**src/hdl/bt_hdr_pkg.sv**
```systemverilog
`default_nettype none

package bt_hdr_pkg;

  // word addresses on wishbone adr bits 4:2.
  localparam logic [2:0] reg_ctrl    = 3'd0;
  localparam logic [2:0] reg_txhdr   = 3'd1;
  localparam logic [2:0] reg_sync_lo = 3'd2;
  localparam logic [2:0] reg_sync_hi = 3'd3;
  localparam logic [2:0] reg_uap_clk = 3'd4;
  localparam logic [2:0] reg_status  = 3'd5;
  localparam logic [2:0] reg_rxhdr   = 3'd6;
  localparam logic [2:0] reg_mylt    = 3'd7;

  localparam int hdr_bits = 10;
  localparam int hec_bits = 8;

  localparam logic [3:0] pkt_type_poll = 4'd1;

  // six states, so three bits.
  typedef enum logic [2:0] {
    tx_idle, tx_preamble, tx_sync, tx_trailer, tx_header, tx_hec
  } tx_state_e;

  typedef enum logic [1:0] {
    rx_idle, rx_header, rx_hec, rx_check
  } rx_state_e;

endpackage

`default_nettype wire

```
**src/hdl/bt_bit_tick.sv**
```systemverilog
`timescale 1ns/100ps
`default_nettype none

module bt_bit_tick (
  input  logic clk_6M,
  input  logic rstz,
  output logic bit_tick
);
  logic [2:0] div_cnt;

  always_ff @(posedge clk_6M or negedge rstz)
  begin
    if (!rstz)
      div_cnt <= 3'd0;
    else if (div_cnt == 3'd5)
      div_cnt <= 3'd0;
    else
      div_cnt <= div_cnt + 3'd1;
  end

  assign bit_tick = (div_cnt == 3'd5);

endmodule

`default_nettype wire

```
**src/hdl/bt_hdr_rx.sv**
```systemverilog
`timescale 1ns/100ps
`default_nettype none

module bt_hdr_rx #(
  parameter int fec_rep = 3
) (
  input  logic                            clk_6M,
  input  logic                            rstz,
  input  logic                            bit_tick,
  input  logic                            rx_trailer_end,
  input  logic                            rxbit,
  input  logic [7:0]                      uap,
  input  logic [5:0]                      clk_bits,
  input  logic                            whiten_en,
  input  logic [2:0]                      my_lt,
  output logic                            rx_done,
  output logic [bt_hdr_pkg::hdr_bits-1:0] rx_hdr,
  output logic                            hec_good,
  output logic                            lt_addressed,
  output logic                            rx_is_poll
);
  localparam int rep_w  = (fec_rep > 1) ? $clog2(fec_rep) : 1;
  localparam int ones_w = $clog2(fec_rep + 1);

  bt_hdr_pkg::rx_state_e state;

  logic [3:0]                      bit_cnt;
  logic [rep_w-1:0]                rep_cnt;
  logic [ones_w-1:0]               ones;
  logic [ones_w-1:0]               ones_sum;
  logic                            rep_last;
  logic                            voted;
  logic                            plain_bit;
  logic                            group_end;
  logic                            start;
  logic [bt_hdr_pkg::hec_bits-1:0] hec_rem;
  logic                            white_bit;

  assign start     = bit_tick & rx_trailer_end;
  assign rep_last  = (rep_cnt == rep_w'(fec_rep - 1));
  // majority over the group, current sample included.
  assign ones_sum  = ones + ones_w'(rxbit);
  assign voted     = (ones_sum > ones_w'(fec_rep / 2));
  assign plain_bit = voted ^ white_bit;
  assign group_end = bit_tick & rep_last
                     & ((state == bt_hdr_pkg::rx_header) || (state == bt_hdr_pkg::rx_hec));

  always_ff @(posedge clk_6M or negedge rstz)
  begin
    if (!rstz)
    begin
      state        <= bt_hdr_pkg::rx_idle;
      bit_cnt      <= '0;
      rep_cnt      <= '0;
      ones         <= '0;
      rx_done      <= 1'b0;
      hec_good     <= 1'b0;
      lt_addressed <= 1'b0;
      rx_is_poll   <= 1'b0;
    end
    else if (start)
    begin
      state        <= bt_hdr_pkg::rx_header;
      bit_cnt      <= '0;
      rep_cnt      <= '0;
      ones         <= '0;
      rx_done      <= 1'b0;
      hec_good     <= 1'b0;
      lt_addressed <= 1'b0;
      rx_is_poll   <= 1'b0;
    end
    else if (bit_tick)
    begin
      case (state)
        bt_hdr_pkg::rx_header, bt_hdr_pkg::rx_hec:
        begin
          if (rep_last)
          begin
            rep_cnt <= '0;
            ones    <= '0;
            if (state == bt_hdr_pkg::rx_header && bit_cnt == 4'(bt_hdr_pkg::hdr_bits - 1))
            begin
              state   <= bt_hdr_pkg::rx_hec;
              bit_cnt <= '0;
            end
            else if (state == bt_hdr_pkg::rx_hec && bit_cnt == 4'(bt_hdr_pkg::hec_bits - 1))
            begin
              state   <= bt_hdr_pkg::rx_check;
              bit_cnt <= '0;
            end
            else
              bit_cnt <= bit_cnt + 4'd1;
          end
          else
          begin
            rep_cnt <= rep_cnt + 1'b1;
            ones    <= ones_sum;
          end
        end
        bt_hdr_pkg::rx_check:
        begin
          state        <= bt_hdr_pkg::rx_idle;
          rx_done      <= 1'b1;
          hec_good     <= (hec_rem == '0);
          lt_addressed <= (hec_rem == '0) && (rx_hdr[2:0] == my_lt);
          rx_is_poll   <= (rx_hdr[6:3] == bt_hdr_pkg::pkt_type_poll);
        end
        default: ;
      endcase
    end
  end

  // lsb arrives first.
  always_ff @(posedge clk_6M)
  begin
    if (group_end && !start && state == bt_hdr_pkg::rx_header)
      rx_hdr <= {plain_bit, rx_hdr[bt_hdr_pkg::hdr_bits-1:1]};
  end

  bt_hec_whiten u_hec (
    .clk_6M    (clk_6M),
    .rstz      (rstz),
    .load      (start),
    .step      (group_end),
    .hec_shift (group_end),
    .data_in   (plain_bit),
    .uap       (uap),
    .clk_bits  (clk_bits),
    .whiten_en (whiten_en),
    .hec_rem   (hec_rem),
    .white_bit (white_bit)
  );

endmodule

`default_nettype wire

```
**src/hdl/bt_hdr_top.sv**
```systemverilog
`timescale 1ns/100ps
`default_nettype none

module bt_hdr_top #(
  parameter int fec_rep = 3
) (
  input  logic        clk_6M,
  input  logic        rstz,
  input  logic        wb_cyc,
  input  logic        wb_stb,
  input  logic        wb_we,
  input  logic [2:0]  wb_adr,
  input  logic [31:0] wb_dat_w,
  input  logic        rxbit,
  input  logic        rx_trailer_end,
  output logic        txbit,
  output logic        wb_ack,
  output logic [31:0] wb_dat_r
);
  logic                            bit_tick;
  logic                            tx_go;
  logic                            whiten_en;
  logic [bt_hdr_pkg::hdr_bits-1:0] tx_hdr;
  logic [63:0]                     sync_word;
  logic [7:0]                      uap;
  logic [5:0]                      clk_bits;
  logic [2:0]                      my_lt;
  logic                            tx_busy;
  logic                            rx_done;
  logic [bt_hdr_pkg::hdr_bits-1:0] rx_hdr;
  logic                            hec_good;
  logic                            lt_addressed;
  logic                            rx_is_poll;

  bt_bit_tick u_bit_tick (
    .clk_6M   (clk_6M),
    .rstz     (rstz),
    .bit_tick (bit_tick)
  );

  bt_wb_regs u_regs (
    .clk_6M       (clk_6M),
    .rstz         (rstz),
    .wb_cyc       (wb_cyc),
    .wb_stb       (wb_stb),
    .wb_we        (wb_we),
    .wb_adr       (wb_adr),
    .wb_dat_w     (wb_dat_w),
    .tx_busy      (tx_busy),
    .rx_done      (rx_done),
    .rx_hdr       (rx_hdr),
    .hec_good     (hec_good),
    .lt_addressed (lt_addressed),
    .rx_is_poll   (rx_is_poll),
    .wb_ack       (wb_ack),
    .wb_dat_r     (wb_dat_r),
    .tx_go        (tx_go),
    .whiten_en    (whiten_en),
    .tx_hdr       (tx_hdr),
    .sync_word    (sync_word),
    .uap          (uap),
    .clk_bits     (clk_bits),
    .my_lt        (my_lt)
  );

  bt_hdr_tx #(
    .fec_rep (fec_rep)
  ) u_tx (
    .clk_6M    (clk_6M),
    .rstz      (rstz),
    .bit_tick  (bit_tick),
    .tx_go     (tx_go),
    .tx_hdr    (tx_hdr),
    .sync_word (sync_word),
    .uap       (uap),
    .clk_bits  (clk_bits),
    .whiten_en (whiten_en),
    .txbit     (txbit),
    .tx_busy   (tx_busy)
  );

  bt_hdr_rx #(
    .fec_rep (fec_rep)
  ) u_rx (
    .clk_6M         (clk_6M),
    .rstz           (rstz),
    .bit_tick       (bit_tick),
    .rx_trailer_end (rx_trailer_end),
    .rxbit          (rxbit),
    .uap            (uap),
    .clk_bits       (clk_bits),
    .whiten_en      (whiten_en),
    .my_lt          (my_lt),
    .rx_done        (rx_done),
    .rx_hdr         (rx_hdr),
    .hec_good       (hec_good),
    .lt_addressed   (lt_addressed),
    .rx_is_poll     (rx_is_poll)
  );

endmodule

`default_nettype wire

```
**src/hdl/bt_hdr_tx.sv**
```systemverilog
`timescale 1ns/100ps
`default_nettype none

module bt_hdr_tx #(
  parameter int fec_rep = 3
) (
  input  logic                            clk_6M,
  input  logic                            rstz,
  input  logic                            bit_tick,
  input  logic                            tx_go,
  input  logic [bt_hdr_pkg::hdr_bits-1:0] tx_hdr,
  input  logic [63:0]                     sync_word,
  input  logic [7:0]                      uap,
  input  logic [5:0]                      clk_bits,
  input  logic                            whiten_en,
  output logic                            txbit,
  output logic                            tx_busy
);
  localparam int rep_w = (fec_rep > 1) ? $clog2(fec_rep) : 1;

  bt_hdr_pkg::tx_state_e state;
  bt_hdr_pkg::tx_state_e next_state;

  logic [5:0]                      bit_cnt;
  logic [rep_w-1:0]                rep_cnt;
  logic                            rep_last;
  logic                            bit_last;
  logic                            coded_phase;
  logic                            data_bit;
  logic                            hec_load;
  logic                            hec_step;
  logic [bt_hdr_pkg::hec_bits-1:0] hec_rem;
  logic                            white_bit;

  assign coded_phase = (state == bt_hdr_pkg::tx_header) || (state == bt_hdr_pkg::tx_hec);
  assign rep_last    = (rep_cnt == rep_w'(fec_rep - 1));
  assign hec_load    = bit_tick & (state == bt_hdr_pkg::tx_trailer) & bit_last;
  assign hec_step    = bit_tick & coded_phase & rep_last;

  always_comb
  begin
    bit_last   = 1'b0;
    data_bit   = 1'b0;
    txbit      = 1'b0;
    next_state = state;
    case (state)
      bt_hdr_pkg::tx_preamble:
      begin
        txbit      = ~sync_word[0] ^ bit_cnt[0];
        bit_last   = (bit_cnt == 6'd3);
        next_state = bt_hdr_pkg::tx_sync;
      end
      bt_hdr_pkg::tx_sync:
      begin
        txbit      = sync_word[bit_cnt];
        bit_last   = (bit_cnt == 6'd63);
        next_state = bt_hdr_pkg::tx_trailer;
      end
      bt_hdr_pkg::tx_trailer:
      begin
        txbit      = ~sync_word[63] ^ bit_cnt[0];
        bit_last   = (bit_cnt == 6'd3);
        next_state = bt_hdr_pkg::tx_header;
      end
      bt_hdr_pkg::tx_header:
      begin
        data_bit   = tx_hdr[bit_cnt[3:0]];
        txbit      = data_bit ^ white_bit;
        bit_last   = rep_last && (bit_cnt == 6'(bt_hdr_pkg::hdr_bits - 1));
        next_state = bt_hdr_pkg::tx_hec;
      end
      bt_hdr_pkg::tx_hec:
      begin
        // msb out first, shifting it back in clears the feedback.
        data_bit   = hec_rem[bt_hdr_pkg::hec_bits-1];
        txbit      = data_bit ^ white_bit;
        bit_last   = rep_last && (bit_cnt == 6'(bt_hdr_pkg::hec_bits - 1));
        next_state = bt_hdr_pkg::tx_idle;
      end
      default: ;
    endcase
  end

  always_ff @(posedge clk_6M or negedge rstz)
  begin
    if (!rstz)
    begin
      state   <= bt_hdr_pkg::tx_idle;
      bit_cnt <= '0;
      rep_cnt <= '0;
      tx_busy <= 1'b0;
    end
    else
    begin
      if (tx_go && !tx_busy)
        tx_busy <= 1'b1;
      if (bit_tick)
      begin
        if (state == bt_hdr_pkg::tx_idle)
        begin
          if (tx_busy)
            state <= bt_hdr_pkg::tx_preamble;
          bit_cnt <= '0;
          rep_cnt <= '0;
        end
        else
        begin
          if (coded_phase)
            rep_cnt <= rep_last ? '0 : rep_cnt + 1'b1;
          if (bit_last)
          begin
            bit_cnt <= '0;
            state   <= next_state;
            if (state == bt_hdr_pkg::tx_hec)
              tx_busy <= 1'b0;
          end
          else if (!coded_phase || rep_last)
            bit_cnt <= bit_cnt + 6'd1;
        end
      end
    end
  end

  bt_hec_whiten u_hec (
    .clk_6M    (clk_6M),
    .rstz      (rstz),
    .load      (hec_load),
    .step      (hec_step),
    .hec_shift (hec_step),
    .data_in   (data_bit),
    .uap       (uap),
    .clk_bits  (clk_bits),
    .whiten_en (whiten_en),
    .hec_rem   (hec_rem),
    .white_bit (white_bit)
  );

endmodule

`default_nettype wire

```
**src/hdl/bt_hec_whiten.sv**
```systemverilog
`timescale 1ns/100ps
`default_nettype none

module bt_hec_whiten (
  input  logic                            clk_6M,
  input  logic                            rstz,
  input  logic                            load,
  input  logic                            step,
  input  logic                            hec_shift,
  input  logic                            data_in,
  input  logic [7:0]                      uap,
  input  logic [5:0]                      clk_bits,
  input  logic                            whiten_en,
  output logic [bt_hdr_pkg::hec_bits-1:0] hec_rem,
  output logic                            white_bit
);
  // x^8 term is implied by the feedback.
  localparam logic [bt_hdr_pkg::hec_bits-1:0] hec_poly = 8'ha7;

  logic [6:0] wht;
  logic       hec_fb;
  logic       wht_fb;

  assign hec_fb = data_in ^ hec_rem[bt_hdr_pkg::hec_bits-1];
  assign wht_fb = wht[6];

  always_ff @(posedge clk_6M or negedge rstz)
  begin
    if (!rstz)
      hec_rem <= '0;
    else if (load)
      hec_rem <= uap;
    else if (hec_shift)
      hec_rem <= {hec_rem[bt_hdr_pkg::hec_bits-2:0], 1'b0}
                 ^ ({bt_hdr_pkg::hec_bits{hec_fb}} & hec_poly);
  end

  // x^7 + x^4 + 1, seeded with 1 and clk 6:1.
  always_ff @(posedge clk_6M or negedge rstz)
  begin
    if (!rstz)
      wht <= 7'd0;
    else if (load)
      wht <= {1'b1, clk_bits};
    else if (step)
      wht <= {wht[5:0], wht_fb} ^ {2'b00, wht_fb, 4'b0000};
  end

  assign white_bit = whiten_en & wht[6];

endmodule

`default_nettype wire

```
**src/hdl/bt_wb_regs.sv**
```systemverilog
`timescale 1ns/100ps
`default_nettype none

module bt_wb_regs (
  input  logic                            clk_6M,
  input  logic                            rstz,
  input  logic                            wb_cyc,
  input  logic                            wb_stb,
  input  logic                            wb_we,
  input  logic [2:0]                      wb_adr,
  input  logic [31:0]                     wb_dat_w,
  input  logic                            tx_busy,
  input  logic                            rx_done,
  input  logic [bt_hdr_pkg::hdr_bits-1:0] rx_hdr,
  input  logic                            hec_good,
  input  logic                            lt_addressed,
  input  logic                            rx_is_poll,
  output logic                            wb_ack,
  output logic [31:0]                     wb_dat_r,
  output logic                            tx_go,
  output logic                            whiten_en,
  output logic [bt_hdr_pkg::hdr_bits-1:0] tx_hdr,
  output logic [63:0]                     sync_word,
  output logic [7:0]                      uap,
  output logic [5:0]                      clk_bits,
  output logic [2:0]                      my_lt
);
  logic req;
  logic wr_en;

  // no ack in the cycle after an ack, so each request gets one.
  assign req   = wb_cyc & wb_stb & ~wb_ack;
  assign wr_en = req & wb_we;

  always_ff @(posedge clk_6M or negedge rstz)
  begin
    if (!rstz)
    begin
      wb_ack <= 1'b0;
      tx_go  <= 1'b0;
    end
    else
    begin
      wb_ack <= req;
      tx_go  <= wr_en && (wb_adr == bt_hdr_pkg::reg_ctrl) && wb_dat_w[0];
    end
  end

  always_ff @(posedge clk_6M or negedge rstz)
  begin
    if (!rstz)
    begin
      whiten_en <= 1'b0;
      tx_hdr    <= '0;
      sync_word <= 64'd0;
      uap       <= 8'd0;
      clk_bits  <= 6'd0;
      my_lt     <= 3'd0;
    end
    else if (wr_en)
    begin
      case (wb_adr)
        bt_hdr_pkg::reg_ctrl:    whiten_en <= wb_dat_w[1];
        bt_hdr_pkg::reg_txhdr:   tx_hdr <= wb_dat_w[bt_hdr_pkg::hdr_bits-1:0];
        bt_hdr_pkg::reg_sync_lo: sync_word[31:0] <= wb_dat_w;
        bt_hdr_pkg::reg_sync_hi: sync_word[63:32] <= wb_dat_w;
        bt_hdr_pkg::reg_uap_clk:
        begin
          uap      <= wb_dat_w[7:0];
          clk_bits <= wb_dat_w[13:8];
        end
        bt_hdr_pkg::reg_mylt:    my_lt <= wb_dat_w[2:0];
        default: ;
      endcase
    end
  end

  // start bit reads back as 0.
  always_comb
  begin
    wb_dat_r = 32'd0;
    case (wb_adr)
      bt_hdr_pkg::reg_ctrl:    wb_dat_r[1] = whiten_en;
      bt_hdr_pkg::reg_txhdr:   wb_dat_r[bt_hdr_pkg::hdr_bits-1:0] = tx_hdr;
      bt_hdr_pkg::reg_sync_lo: wb_dat_r = sync_word[31:0];
      bt_hdr_pkg::reg_sync_hi: wb_dat_r = sync_word[63:32];
      bt_hdr_pkg::reg_uap_clk: wb_dat_r[13:0] = {clk_bits, uap};
      bt_hdr_pkg::reg_status:
        wb_dat_r[4:0] = {rx_is_poll, lt_addressed, hec_good, rx_done, tx_busy};
      bt_hdr_pkg::reg_rxhdr:   wb_dat_r[bt_hdr_pkg::hdr_bits-1:0] = rx_hdr;
      bt_hdr_pkg::reg_mylt:    wb_dat_r[2:0] = my_lt;
      default: ;
    endcase
  end

endmodule

`default_nettype wire

```
**config.mk**
```make
export PLATFORM = sky130hd
export DESIGN_NAME = bt_hdr_top
export DESIGN_NICKNAME = d
export VERILOG_FILES = /design/src/hdl/bt_hdr_pkg.sv /design/src/hdl/bt_bit_tick.sv /design/src/hdl/bt_hdr_rx.sv /design/src/hdl/bt_hdr_top.sv /design/src/hdl/bt_hdr_tx.sv /design/src/hdl/bt_hec_whiten.sv /design/src/hdl/bt_wb_regs.sv
export SDC_FILE = /design/constraint.sdc
export NUM_CORES = 1
export LEC_CHECK = 0
export BUFFER_PORTS_ARGS = -buffer_cell sky130_fd_sc_hd__buf_2
export CAP_MARGIN = 30
export CORE_MARGIN = 2
export CORE_UTILIZATION = 35
export DETAILED_ROUTE_END_ITERATION = 10
export GPL_ROUTABILITY_DRIVEN = 0
export HOLD_SLACK_MARGIN = 0.08
export PLACE_DENSITY = 0.49
export SETUP_SLACK_MARGIN = 0.5
export SYNTH_ARGS = -nofsm -noshare
export SYNTH_HDL_FRONTEND = slang
export SYNTH_SLANG_ARGS = --single-unit
```
**constraint.sdc**
```tcl
create_clock -name clk_6M -period 4.4 [get_ports clk_6M]
set_clock_uncertainty 0.2 [all_clocks]
set_input_delay 0.44 -clock clk_6M [delete_from_list [all_inputs] [get_ports clk_6M]]
set_output_delay 0.44 -clock clk_6M [all_outputs]
set_load 0.01 [all_outputs]
```
==> summary.txt, run 1 <==
Worst setup path
  – CP Launch Point: u_tx.bit_cnt[0]
  – Crit path max fanout: 29
  – CP startpoint kind: flop
  – Crit end category: output pin
  – Worst Path Arrival: 2.90 ns
  – Reg-to-Reg Start: u_tx.bit_cnt[1]
  – Critical path data required time: 3.76 ns
  – Kind of critical path: reg -> out

Routing
  – Via count: 6,159
  – First-pass DRT Iterations: 6
  – DRC: 0
  – DR WL/cell: 20.1 um
  – Starting DRT DRC Count: 371
  – Vias per std cell: 5.43
  – WL final: 22.8 mm
  – Antenna-violating nets left: 0

Power
  – Worst vdd ir: 254 uV
  – Pwr Total: 4.70 mW
  – Power density over the cells: 469 mW/mm^2
  – Leakage power: 4.52 nW

Cells and area
  – Total of fill cells in the finished design: 2,265
  – Layout cells sized above 1: 0.313
  – Fin nets: 852
  – Syn-to-layout area delta: 18.8%

CTS
  – CTS sink cnt: 163
  – Cts bufs inserted: 17
  – Hold_buf cts: 27
  – Root Driver: clkbuf_16
  – Clk slew on worst S/H paths: 0.08 ns
  – CTS tree: done
  – CTS-repair resized insts: 0
  – Deepest level of the CTS H-tree: 4
  – Worst-Skew Late Latency: 0.43 ns
  – Maximum buffer depth of the clock tree: 2
  – Post-CTS Setup Inserts: 0

Worst hold path
  – Hold Crit Start: wb_dat_w[4]
  – Hold Crit Class: in -> reg

Floorplan
  – Initial Util: 0.358
  – Io pins: 76
  – Die X: 159 um
  – Core ar.: 0.0235 sq mm
  – Die height: 159 um
  – FP Rows: 56
  – Die area: 0.0253 sq mm

Flow run
  – Max-Cap Viols: 0

Placement
  – DP HPWL: 16.0 mm
  – Port bufs: 75

Status
  – Outcome: finished, final reports clean

Yosys
  – FFs w/ async S/R, synth: 0.939
  – Synth Register Bits: 163
  – Post-synth EDFFs: 10
  – Most used flip-flop cell after synthesis: dfrtp_1
  – Mean Syn Cell Area: 11.9 sq um
  – Yosys warns: 0
  – Synth unique cells: 65
  – Syn_nets: 760
  – Mapped cell area: 0.00842 sq mm
  – Seq/Total Area, Yosys: 0.490
  – Cells after Synth: 710

Timing
  – Endpoints failing setup: 0
  – Count of pins over their slew limit: 0
  – Min Tclk post-route: 3.54 ns
  – Hold Vio Cnt, Final: 0
  – Part of the cycle the worst path needs: 0.806
  – Setup TNS: 0 ns
  – Max Clk Rate: 282 MHz
  – Worst rel slew slack: 0.363
  – Worst slew pin tran: 0.950 ns
  – RSZ-0062 raised after global routing: no

Global routing
  – Tot GR Track Use: 0.186
  – Vias in the first global route: 6,406
  – First-pass GRT wire length: 36.9 mm
  – Initial antenna violation count: 0
  – Pin count of the biggest net entering global routing: 100
  – Global route overflow: 0
-- final timing paths --
check	end	slack [ns]	cells past startpoint
max reg2reg	u_tx.u_hec.hec_rem[2]	1.61	7
min	u_regs.tx_hdr[4]	0.11	2
min in group asynchronous	u_rx.bit_cnt[0]	0.16	2
min reg2reg	u_regs.wb_ack	0.28	1
max in group asynchronous	u_regs.sync_word[20]	2.71	4
max	txbit	0.86	7
-- per-stage QoR --
| step | std cells | setup WS [ns] | hold WS (ns) | util | cell area (sq um) |
|---|---|---|---|---|---|
| finish | 1135 | 0.856 | 0.105 | 0.425 | 10000 |
| global route | 1134 | 0.697 | 0.0939 | 0.425 | 10000 |
| CTS | 1133 | 0.820 | 0.0953 | 0.424 | 9980 |
| detailed placement | 1074 | 1.30 | 0.271 | 0.387 | 9110 |
| global placement | 1074 | 1.33 | 0.265 | 0.387 | 9110 |
| floorplan | 710 | 1.76 | -0.0556 | - | 8420 |
-- registers in the layout, indices dropped and copies added, names as in the netlist, 7 cells and up --
register / cells
u_rx.u_hec.hec_rem: 8
u_rx.rx_hdr: 10
u_tx.u_hec.hec_rem: 8
u_regs.tx_hdr: 10
u_tx.u_hec.wht: 7
u_regs.uap: 8
u_rx.u_hec.wht: 7
u_regs.sync_word: 64
-- where the power goes --
part / total (mW) / switching [mW] / leakage (nW) / internal, mW
sequential: 2.06 / 0.299 / 2.08 / 1.76
combinational: 1.17 / 0.551 / 2.15 / 0.624
clock: 1.47 / 0.706 / 0.285 / 0.761
-- cell usage in the layout (no fill, tap or decap), types with 9 or more instances in the layout --
cell / n
a22oi_1: 9
mux2i_1: 25
buf_4: 10
dlygate4sd3_1: 27
nand3_1: 9
edfxtp_1: 10
o21ai_0: 35
a22o_1: 20
mux4_2: 21
xnor2_1: 10
mux2_2: 99
nor2b_1: 10
dfrtp_1: 153
nand2_1: 49
clkbuf_16: 17
a21oi_1: 29
nor2_1: 30
inv_1: 26
buf_2: 74
nand2b_1: 11
a222oi_1: 10
-- per-layer routing --
metal | share of wire | vias up | track usage | wire length, um
li1 | - | 2817 | - | -
met1 | 0.47 | 3155 | 0.267 | 10800
met2 | 0.46 | 167 | 0.282 | 10500
met3 | 0.047 | 20 | 0.0425 | 1080
met4 | 0.020 | 0 | 0.0504 | 459
met5 | 0 | - | 0 | 0
-- kinds of logic after synthesis --
family	share of synthesized area
multiplexers	0.223
AND/OR/NAND/NOR	0.0991
flip-flops	0.490
AO/OA/AOI/OAI	0.123
XOR/XNOR	0.0177
buffers and inverters	0.0354
adder cells (fa/ha/maj)	0.0119
-- cell type report --
type / count / area (sq um) / area share
Tap cell: 319 / 399 / 0.0399
Inverter: 27 / 101 / 0.0101
Clock buffer: 17 / 425 / 0.0425
Sequential cell: 163 / 4130 / 0.413
Multi-Input combinational cell: 479 / 4010 / 0.401
Clock inverter: 15 / 165 / 0.0165
Timing Repair Buffer: 114 / 774 / 0.0774
Antenna cell: 1 / 2.50 / 0.000250
-- cells in the mapped netlist (3+ instances only) --
library cell / n / area share
a222oi_1: 10 / 0.012
nand3_1: 9 / 0.0053
edfxtp_1: 10 / 0.036
a211oi_1: 3 / 0.0027
nand4_1: 4 / 0.0030
buf_6: 3 / 0.0040
dfrtp_1: 153 / 0.45
a22oi_1: 9 / 0.0080
nor2_1: 31 / 0.014
nor4b_1: 3 / 0.0031
a221o_1: 3 / 0.0036
nor3_1: 10 / 0.0059
mux2_2: 99 / 0.13
or3_1: 4 / 0.0030
o22ai_1: 5 / 0.0037
and2_1: 5 / 0.0037
mux4_2: 21 / 0.056
inv_1: 26 / 0.012
o21ai_1: 4 / 0.0024
nand2b_1: 11 / 0.0082
buf_2: 16 / 0.0095
a21oi_1: 29 / 0.017
a22o_1: 20 / 0.021
xor2_1: 7 / 0.0073
a221oi_1: 6 / 0.0062
or2_2: 4 / 0.0030
o21ai_0: 35 / 0.021
nor2b_1: 10 / 0.0074
mux2i_1: 25 / 0.030
a21o_1: 7 / 0.0062
xnor2_1: 10 / 0.010
ha_1: 8 / 0.012
nand2_1: 49 / 0.022
clkbuf_1: 21 / 0.0094
-- worst max-delay path: stages (launching register included) --
cell,delay (ns)
dfrtp_1,0.32
buf_4,0.38
mux4_2,0.57
mux4_2,0.47
mux2i_1,0.21
o311a_1,0.21
o21ai_1,0.12
buf_2,0.17
No activity file was read; power rests on OpenSTA's default activity.
==> inputs of run 2 (changes only) <==
ABC_AREA = 1   (was unset)
clock period = 3.5 ns   (was 4.4 ns; I/O delays follow)
==> summary.txt, run 2 <==
Routing
  – DRC: 0 (unchanged)
  – Starting DRT DRC Count: 535 (+44%)
  – Via count: 7,473 (+21%)
  – DR WL/cell: 16.9 um (-16%)
  – Vias per std cell: 4.92 (-9.4%)
  – Antenna-violating nets left: 0 (unchanged)
  – WL final: 25.7 mm (+13%)
  – First-pass DRT Iterations: 6 (unchanged)

Yosys
  – Most common cell in the netlist: nand2_1
  – Mapped cell area: 0.00851 sq mm (+1.0%)
  – Cells after Synth: 1,083 (+53%)
  – Post-synth EDFFs: 10 (unchanged)
  – Yosys top cell area share: 0.450 (-0.00455)
  – Mean Syn Cell Area: 7.86 sq um (-34%)
  – FFs w/ async S/R, synth: 0.939 (unchanged)
  – Most used flip-flop cell after synthesis: dfrtp_1
  – Area contributors post-synth: dfrtp_1 45%, nand2_1 13%, o21ai_0 7.6%
  – Yosys warns: 0 (unchanged)
  – Syn_nets: 1,133 (+49%)
  – Commonest cells in the netlist: 301 x nand2_1, 161 x inv_1, 153 x dfrtp_1, 129 x o21ai_0, 55 x nor2_1
  – Synth Register Bits: 163 (unchanged)
  – Yosys top cell by area: dfrtp_1
  – Synth unique cells: 45 (-31%)
  – Seq/Total Area, Yosys: 0.485 (-0.00490)

Worst setup path
  – R2R setup slack: 0.79 ns (-0.82 ns)
  – Critical path data required time: 2.95 ns (-0.81 ns)
  – Crit end category: output pin
  – R2R depth: 9 (+2)
  – Crit path max fanout: 8 (-72%)
  – Reg-to-Reg Start: u_bit_tick.div_cnt[0]
  – CP startpoint kind: flop
  – FF-to-FF End: u_rx.rx_hdr[2]
  – Kind of critical path: reg -> out
  – Worst Path Arrival: 2.29 ns (-0.61 ns)

CTS
  – Cts bufs inserted: 17 (unchanged)
  – Post-CTS Setup Inserts: 0 (unchanged)
  – Deepest level of the CTS H-tree: 4 (unchanged)
  – Worst-Skew Late Latency: 0.43 ns (about the same)
  – Maximum buffer depth of the clock tree: 2 (unchanged)
  – CTS tree: done
  – CTS sink cnt: 163 (unchanged)
  – Root Driver: clkbuf_16
  – Clk slew on worst S/H paths: 0.06 ns (-0.02 ns)

Cells and area
  – Syn-to-layout area delta: 19.4%
  – Leading cell type in the layout, fill and taps excluded: nand2_1
  – Reg with most FFs: u_regs.sync_word
  – Max reg flops: 64 (unchanged)
  – Top Registers: u_regs.sync_word x64, u_regs.tx_hdr x10, u_rx.rx_hdr x10
  – Layout cells sized above 1: 0.135 (-0.177)
  – Total of fill cells in the finished design: 2,538 (+12%)
  – Most frequent cells in the layout: 298 x nand2_1, 160 x inv_1, 153 x dfrtp_1
  – Area taken by multi-input logic gates: 0.00355 sq mm (-12%)
  – Fin nets: 1,233 (+45%)
  – Final instance area: 0.0102 sq mm (+1.5%)
  – Diodes inserted: 0 (-1)
  – FF+latch area: 0.00413 sq mm (unchanged)
  – Post-layout util: 0.421 (-0.00370)

Timing
  – Worst slew pin tran: 0.703 ns (-0.248 ns)
  – Fin Hold WS: 0.0858 ns (-0.0193 ns)
  – Endpoints failing setup: 0 (unchanged)
  – Part of the cycle the worst path needs: 0.811
  – Count of pins over their slew limit: 0 (unchanged)
  – Min Tclk post-route: 2.84 ns
  – Setup TNS: 0 ns (unchanged)
  – Max Clk Rate: 352 MHz
  – Hold Vio Cnt, Final: 0 (unchanged)
  – RSZ-0062 raised after global routing: yes
  – Worst rel slew slack: 0.531 (+0.168)

Worst hold path
  – Worst Hold Path EP: u_regs.sync_word[41]
  – Hold Crit Class: in -> reg
  – Worst hold path depth: 3 (+1)
  – Hold Crit Start: wb_dat_w[9]

Global routing
  – Tot GR Track Use: 0.206 (+0.0207)
  – Initial antenna violation count: 0 (unchanged)
  – Pin count of the biggest net entering global routing: 72 (-28%)
  – First-pass GRT wire length: 41.5 mm (+12%)
  – Global route overflow: 0 (unchanged)
  – Vias in the first global route: 7,270 (+13%)

Power
  – Switch Pwr: 2.15 mW (+38%)
  – Switching fraction of total power: 0.360 (+0.0293)
  – Clock share of power: 0.304 (-0.008)
  – Logic pwr share: 0.282 (+0.032)
  – Flop pwr share: 0.414 (-0.024)
  – Worst vdd ir: 352 uV (+38%)
  – Design internal power: 3.81 mW (+21%)
  – Pwr Total: 5.96 mW (+27%)
  – Leakage power: 4.94 nW (+9.4%)
  – Power density over the cells: 587 mW/mm^2 (+25%)

Floorplan
  – Core ar.: 0.0241 sq mm (+2.4%)
  – Die area: 0.0256 sq mm (+0.99%)
  – Io pins: 76 (unchanged)
  – Die X: 160 um (+0.49%)
  – Initial Util: 0.353 (-0.00483)
  – FP Rows: 57 (+1.8%)
  – Die height: 160 um (+0.49%)

Placement
  – DP HPWL: 18.5 mm (+15%)
  – Port bufs: 75 (unchanged)
  – Area after DPL: 0.00926 sq mm (+1.6%)

Flow run
  – Max-Cap Viols: 0 (unchanged)

Status
  – Outcome: finished, final reports clean
-- run 2: kinds of logic after synthesis --
logic type	Yosys count	share of synthesized area
xor gates and xnor gates	10	0.0103
DFF	163	0.485
AOI/OAI and AO/OA	238	0.167
adders and majority gates	8	0.0118
buffers and inverters	215	0.0996
and+or+nand+nor	449	0.226
-- run 2: metrics by stage --
stage,cells,worst slack (ns)
after global placement,1457,0.855
final,1520,0.661
after CTS,1520,0.552
after detailed placement,1457,0.793
after global routing,1520,0.441
after floorplan,1083,1.13
-- run 2: final cells by class --
type | count | share of cell area
flip-flops and latches | 163 | 0.407
multi-input cells | 705 | 0.349
clock buffers | 22 | 0.0457
repair buffers | 122 | 0.0837
well taps | 324 | 0.0399
clock inverters | 10 | 0.00998
inverters | 174 | 0.0649
-- run 2: worst max-delay path by stage --
| stage | start | to | slack, ns | cells past startpoint |
|---|---|---|---|---|
| 6_report | u_tx.bit_cnt[3] | txbit | 0.66 | 14 |
| 5_1_grt | u_tx.bit_cnt[3] | txbit | 0.44 | 13 |
| 4_1_cts | u_tx.bit_cnt[3] | txbit | 0.55 | 14 |
| 3_5_place_dp | u_bit_tick.div_cnt[0] | u_rx.rx_hdr[0] | 0.79 | 9 |
| 3_3_place_gp | u_bit_tick.div_cnt[0] | u_rx.rx_hdr[1] | 0.86 | 9 |
| 2_1_floorplan | u_rx.state[0] | u_rx.rx_hdr[0] | 1.13 | 8 |
-- run 2: repair_timing --
action	CTS	global route
endpoints found under the hold margin	137	0
endpoints found under the setup margin	0	20
gates resized for setup	0	6
hold buffers	31	0
-- run 2: worst max-delay path, stage by stage (launching register included) --
cell     delay (ns)
dfrtp_1        0.52
inv_1          0.12
nor2_2         0.25
nand3_1        0.11
nand2_1        0.07
inv_1          0.03
nand2_1        0.13
nand3_1        0.11
nand2_1        0.07
nand2_1        0.05
nand3_1        0.06
nand2_1        0.05
inv_1          0.04
nand2_1        0.09
buf_2          0.16
-- run 2: power groups by stage --
stage / Clock, mW / Combinational, mW / Sequential (mW)
after detailed placement: 0 / 1.65 / 2.48
final: 1.82 / 1.68 / 2.47
after global routing: 1.95 / 1.92 / 2.51
after CTS: 1.87 / 1.68 / 2.46
after global placement: 0 / 1.64 / 2.49
after floorplan: 0 / 1.17 / 2.41
-- run 2: layer usage --
metal	vias to the layer above	global-route usage	wire length, um
met3	17	0.0306	775
met1	3582	0.306	13200
li1	3734	-	-
met4	0	0.0463	281
met2	140	0.319	11500
met5	-	0	0
==> inputs of run 3 (changes only) <==
PLACE_DENSITY = 0.51   (was 0.49)
clock period = 2.36 ns   (was 3.5 ns; I/O delays follow)
==> summary.txt, run 3 (synthesized netlist as in run 2, its figures left out) <==
Timing
  – Endpoints failing setup: 1 (+1)
  – Final setup margin: -0.173 ns (-0.833 ns)
  – Worst slew pin tran: 0.632 ns (-0.0712 ns)
  – Fin Hold WS: 0.117 ns (+0.0316 ns)
  – Min Tclk post-route: 2.53 ns
  – Setup TNS: -0.173 ns (-0.173 ns)
  – Worst rel slew slack: 0.579 (+0.0475)
  – Hold Vio Cnt, Final: 0 (unchanged)
  – Part of the cycle the worst path needs: 1.07
  – RSZ-0062 raised after global routing: yes
  – Count of pins over their slew limit: 0 (unchanged)
  – Max Clk Rate: 395 MHz

Routing
  – WL met3: 976 um (+26%)
  – WL met1: 13.0 mm (-0.96%)
  – Via count: 7,836 (+4.9%)
  – DRC: 0 (unchanged)
  – Antenna-violating nets left: 0 (unchanged)
  – Starting DRT DRC Count: 569 (+6.4%)
  – DR WL met2: 11.9 mm (+3.1%)
  – WL final: 26.4 mm (+2.7%)
  – DR WL/cell: 16.6 um (-1.8%)
  – Vias per std cell: 4.93 (+0.30%)
  – First-pass DRT Iterations: 5 (-1)
  – Max layer used: met4

Power
  – Leakage power: 5.48 nW (+11%)
  – Clock share of power: 0.303 (about the same)
  – Worst vdd ir: 356 uV (+1.2%)
  – Switch Pwr: 3.46 mW (+61%)
  – Power density over the cells: 858 mW/mm^2 (+46%)
  – Design internal power: 6.22 mW (+63%)
  – Pwr Total: 9.68 mW (+62%)
  – Flop pwr share: 0.380 (-0.034)
  – Logic pwr share: 0.317 (+0.035)
  – Switching fraction of total power: 0.358 (-0.00296)

Floorplan
  – Die area: 0.0256 sq mm (unchanged)
  – Die height: 160 um (unchanged)
  – Initial Util: 0.353 (unchanged)
  – Core ar.: 0.0241 sq mm (unchanged)
  – FP Rows: 57 (unchanged)
  – Die X: 160 um (unchanged)
  – Io pins: 76 (unchanged)

Cells and area
  – Top Registers: u_regs.sync_word x64, u_regs.tx_hdr x10, u_rx.rx_hdr x10
  – Most frequent cells in the layout: 288 x nand2_1, 150 x dfrtp_1, 137 x inv_1
  – Max reg flops: 64 (unchanged)
  – Cell Count, Final, Fillers Out: 1,589 (+4.5%)
  – Leading cell type in the layout, fill and taps excluded: nand2_1
  – Layout cells sized above 1: 0.238 (+0.102)
  – Syn-to-layout area delta: 32.6%
  – Diodes inserted: 0 (unchanged)
  – Fin nets: 1,302 (+5.6%)
  – Post-layout util: 0.468 (+0.0467)
  – Reg with most FFs: u_regs.sync_word

Worst hold path
  – Hold Crit Class: in -> reg
  – Worst hold path depth: 4 (+1)
  – Hold Crit Start: rxbit
  – Worst Hold Path EP: u_rx.ones[1]

Worst setup path
  – Kind of critical path: reg -> out
  – CP most frequent cell: nand2_1
  – Max stage delay on crit path: 0.45 ns (-0.07 ns)
  – Critical path buffer and inverter count: 3 (-1)
  – R2R depth: 11 (+2)
  – Crit path max-delay family: simple AND/OR/NAND/NOR gates
  – CP Launch Point: u_tx.bit_cnt[0]
  – Crit end category: output pin
  – Critical path data required time: 1.92 ns (-1.03 ns)
  – R2R setup slack: 0.21 ns (-0.58 ns)
  – CP max-delay cell: dfrtp_2
  – Crit-path cells: inv_4 -> buf_12 -> nand2_1 -> o211ai_1 -> nand2_1 -> nand2_1 -> nand2_1 -> nor2_2 -> nor2_1 -> nor2_1 -> nand2_1 -> nand2_1 -> nand2_2 -> buf_6
  – Worst Path Arrival: 2.10 ns (-0.19 ns)
  – Reg-to-Reg Start: u_tx.bit_cnt[0]
  – FF-to-FF End: u_tx.u_hec.hec_rem[6]
  – Crit path max fanout: 21 (+13)
  – CP startpoint kind: flop

CTS
  – Root Driver: clkbuf_16
  – Deepest level of the CTS H-tree: 4 (unchanged)
  – Worst-Skew Late Latency: 0.43 ns (about the same)
  – Clk slew on worst S/H paths: 0.07 ns (about the same)
  – CTS sink cnt: 163 (unchanged)
  – CTS tree: done
  – Cts bufs inserted: 17 (unchanged)
  – Maximum buffer depth of the clock tree: 2 (unchanged)

Placement
  – Placed Instances: 1,480 (+1.6%)
  – DP HPWL: 18.2 mm (-1.2%)
  – Port bufs: 75 (unchanged)

Flow run
  – Max-Cap Viols: 0 (unchanged)

Global routing
  – Pin count of the biggest net entering global routing: 65 (-9.7%)
  – Tot GR Track Use: 0.208 (+0.00180)
  – Global route overflow: 0 (unchanged)
  – Vias in the first global route: 7,637 (+5.0%)
  – First-pass GRT wire length: 41.9 mm (+0.88%)
  – Initial antenna violation count: 0 (unchanged)

Status
  – Failing checks: negative setup slack
  – Outcome: complete, but fails checks
[run 3: cell types whose count changed in the layout (fill, tap and decap cells not counted), sizes merged]
cell	delta
buf	+56
bufbuf	+1
bufinv	+1
clkbuf	+1
clkinv	-2
clkinvlp	-2
dlygate4sd3	+7
dlymetal6s2s	+1
inv	+6
[run 3: worst max path at each step]
stage | cells past startpoint | to
after floorplan | 8 | u_rx.rx_hdr[0]
after global placement | 12 | txbit
final | 14 | txbit
after CTS | 14 | txbit
after global routing | 14 | txbit
after detailed placement | 11 | u_tx.u_hec.hec_rem[3]
[run 3: tightest hold or removal path, cell delays in order]
cell,delay (ns)
buf_2,0.08
ha_1,0.18
xnor2_2,0.13
o31ai_1,0.08
[run 3: area by class of cell]
| class | count | area (sq um) |
|---|---|---|
| clock buffers | 19 | 454 |
| fillers | 2420 | 12800 |
| repair buffers | 191 | 1590 |
| clock inverters | 13 | 158 |
| multi-input cells | 705 | 3860 |
| well taps | 324 | 405 |
| flip-flops and latches | 163 | 4130 |
| inverters | 174 | 679 |
[run 3: metal layers]
layer | track usage | vias to the layer above
li1 | - | 3884
met4 | 0.0581 | 0
met5 | 0 | -
met3 | 0.0322 | 30
met1 | 0.303 | 3751
met2 | 0.323 | 171
[run 3: timing repair]
item                                   in CTS  in global routing
endpoints found under the hold margin     228                  3
buffers inserted                           20                 15
setup endpoints to repair                  84                166
cloned                                      1                  2
hold buffers                               36                  3
pin swaps                                  14                 17
resized for setup                          78                 53
[run 3: power groups by stage]
stage	Clock, mW	Sequential [mW]	Combinational [mW]
after CTS	3.00	3.66	2.82
after floorplan	0	3.57	1.79
after global routing	3.09	3.73	3.46
after global placement	0	3.70	2.51
after detailed placement	0	3.71	2.50
final	2.93	3.68	3.07
[run 3: stage by stage]
stage	worst slack (ns)	cell area, sq um
after CTS	-0.202	10900
after floorplan	0.350	8550
after global placement	0.162	9460
after detailed placement	0.200	9460
final	-0.173	11300
after global routing	-0.370	11300
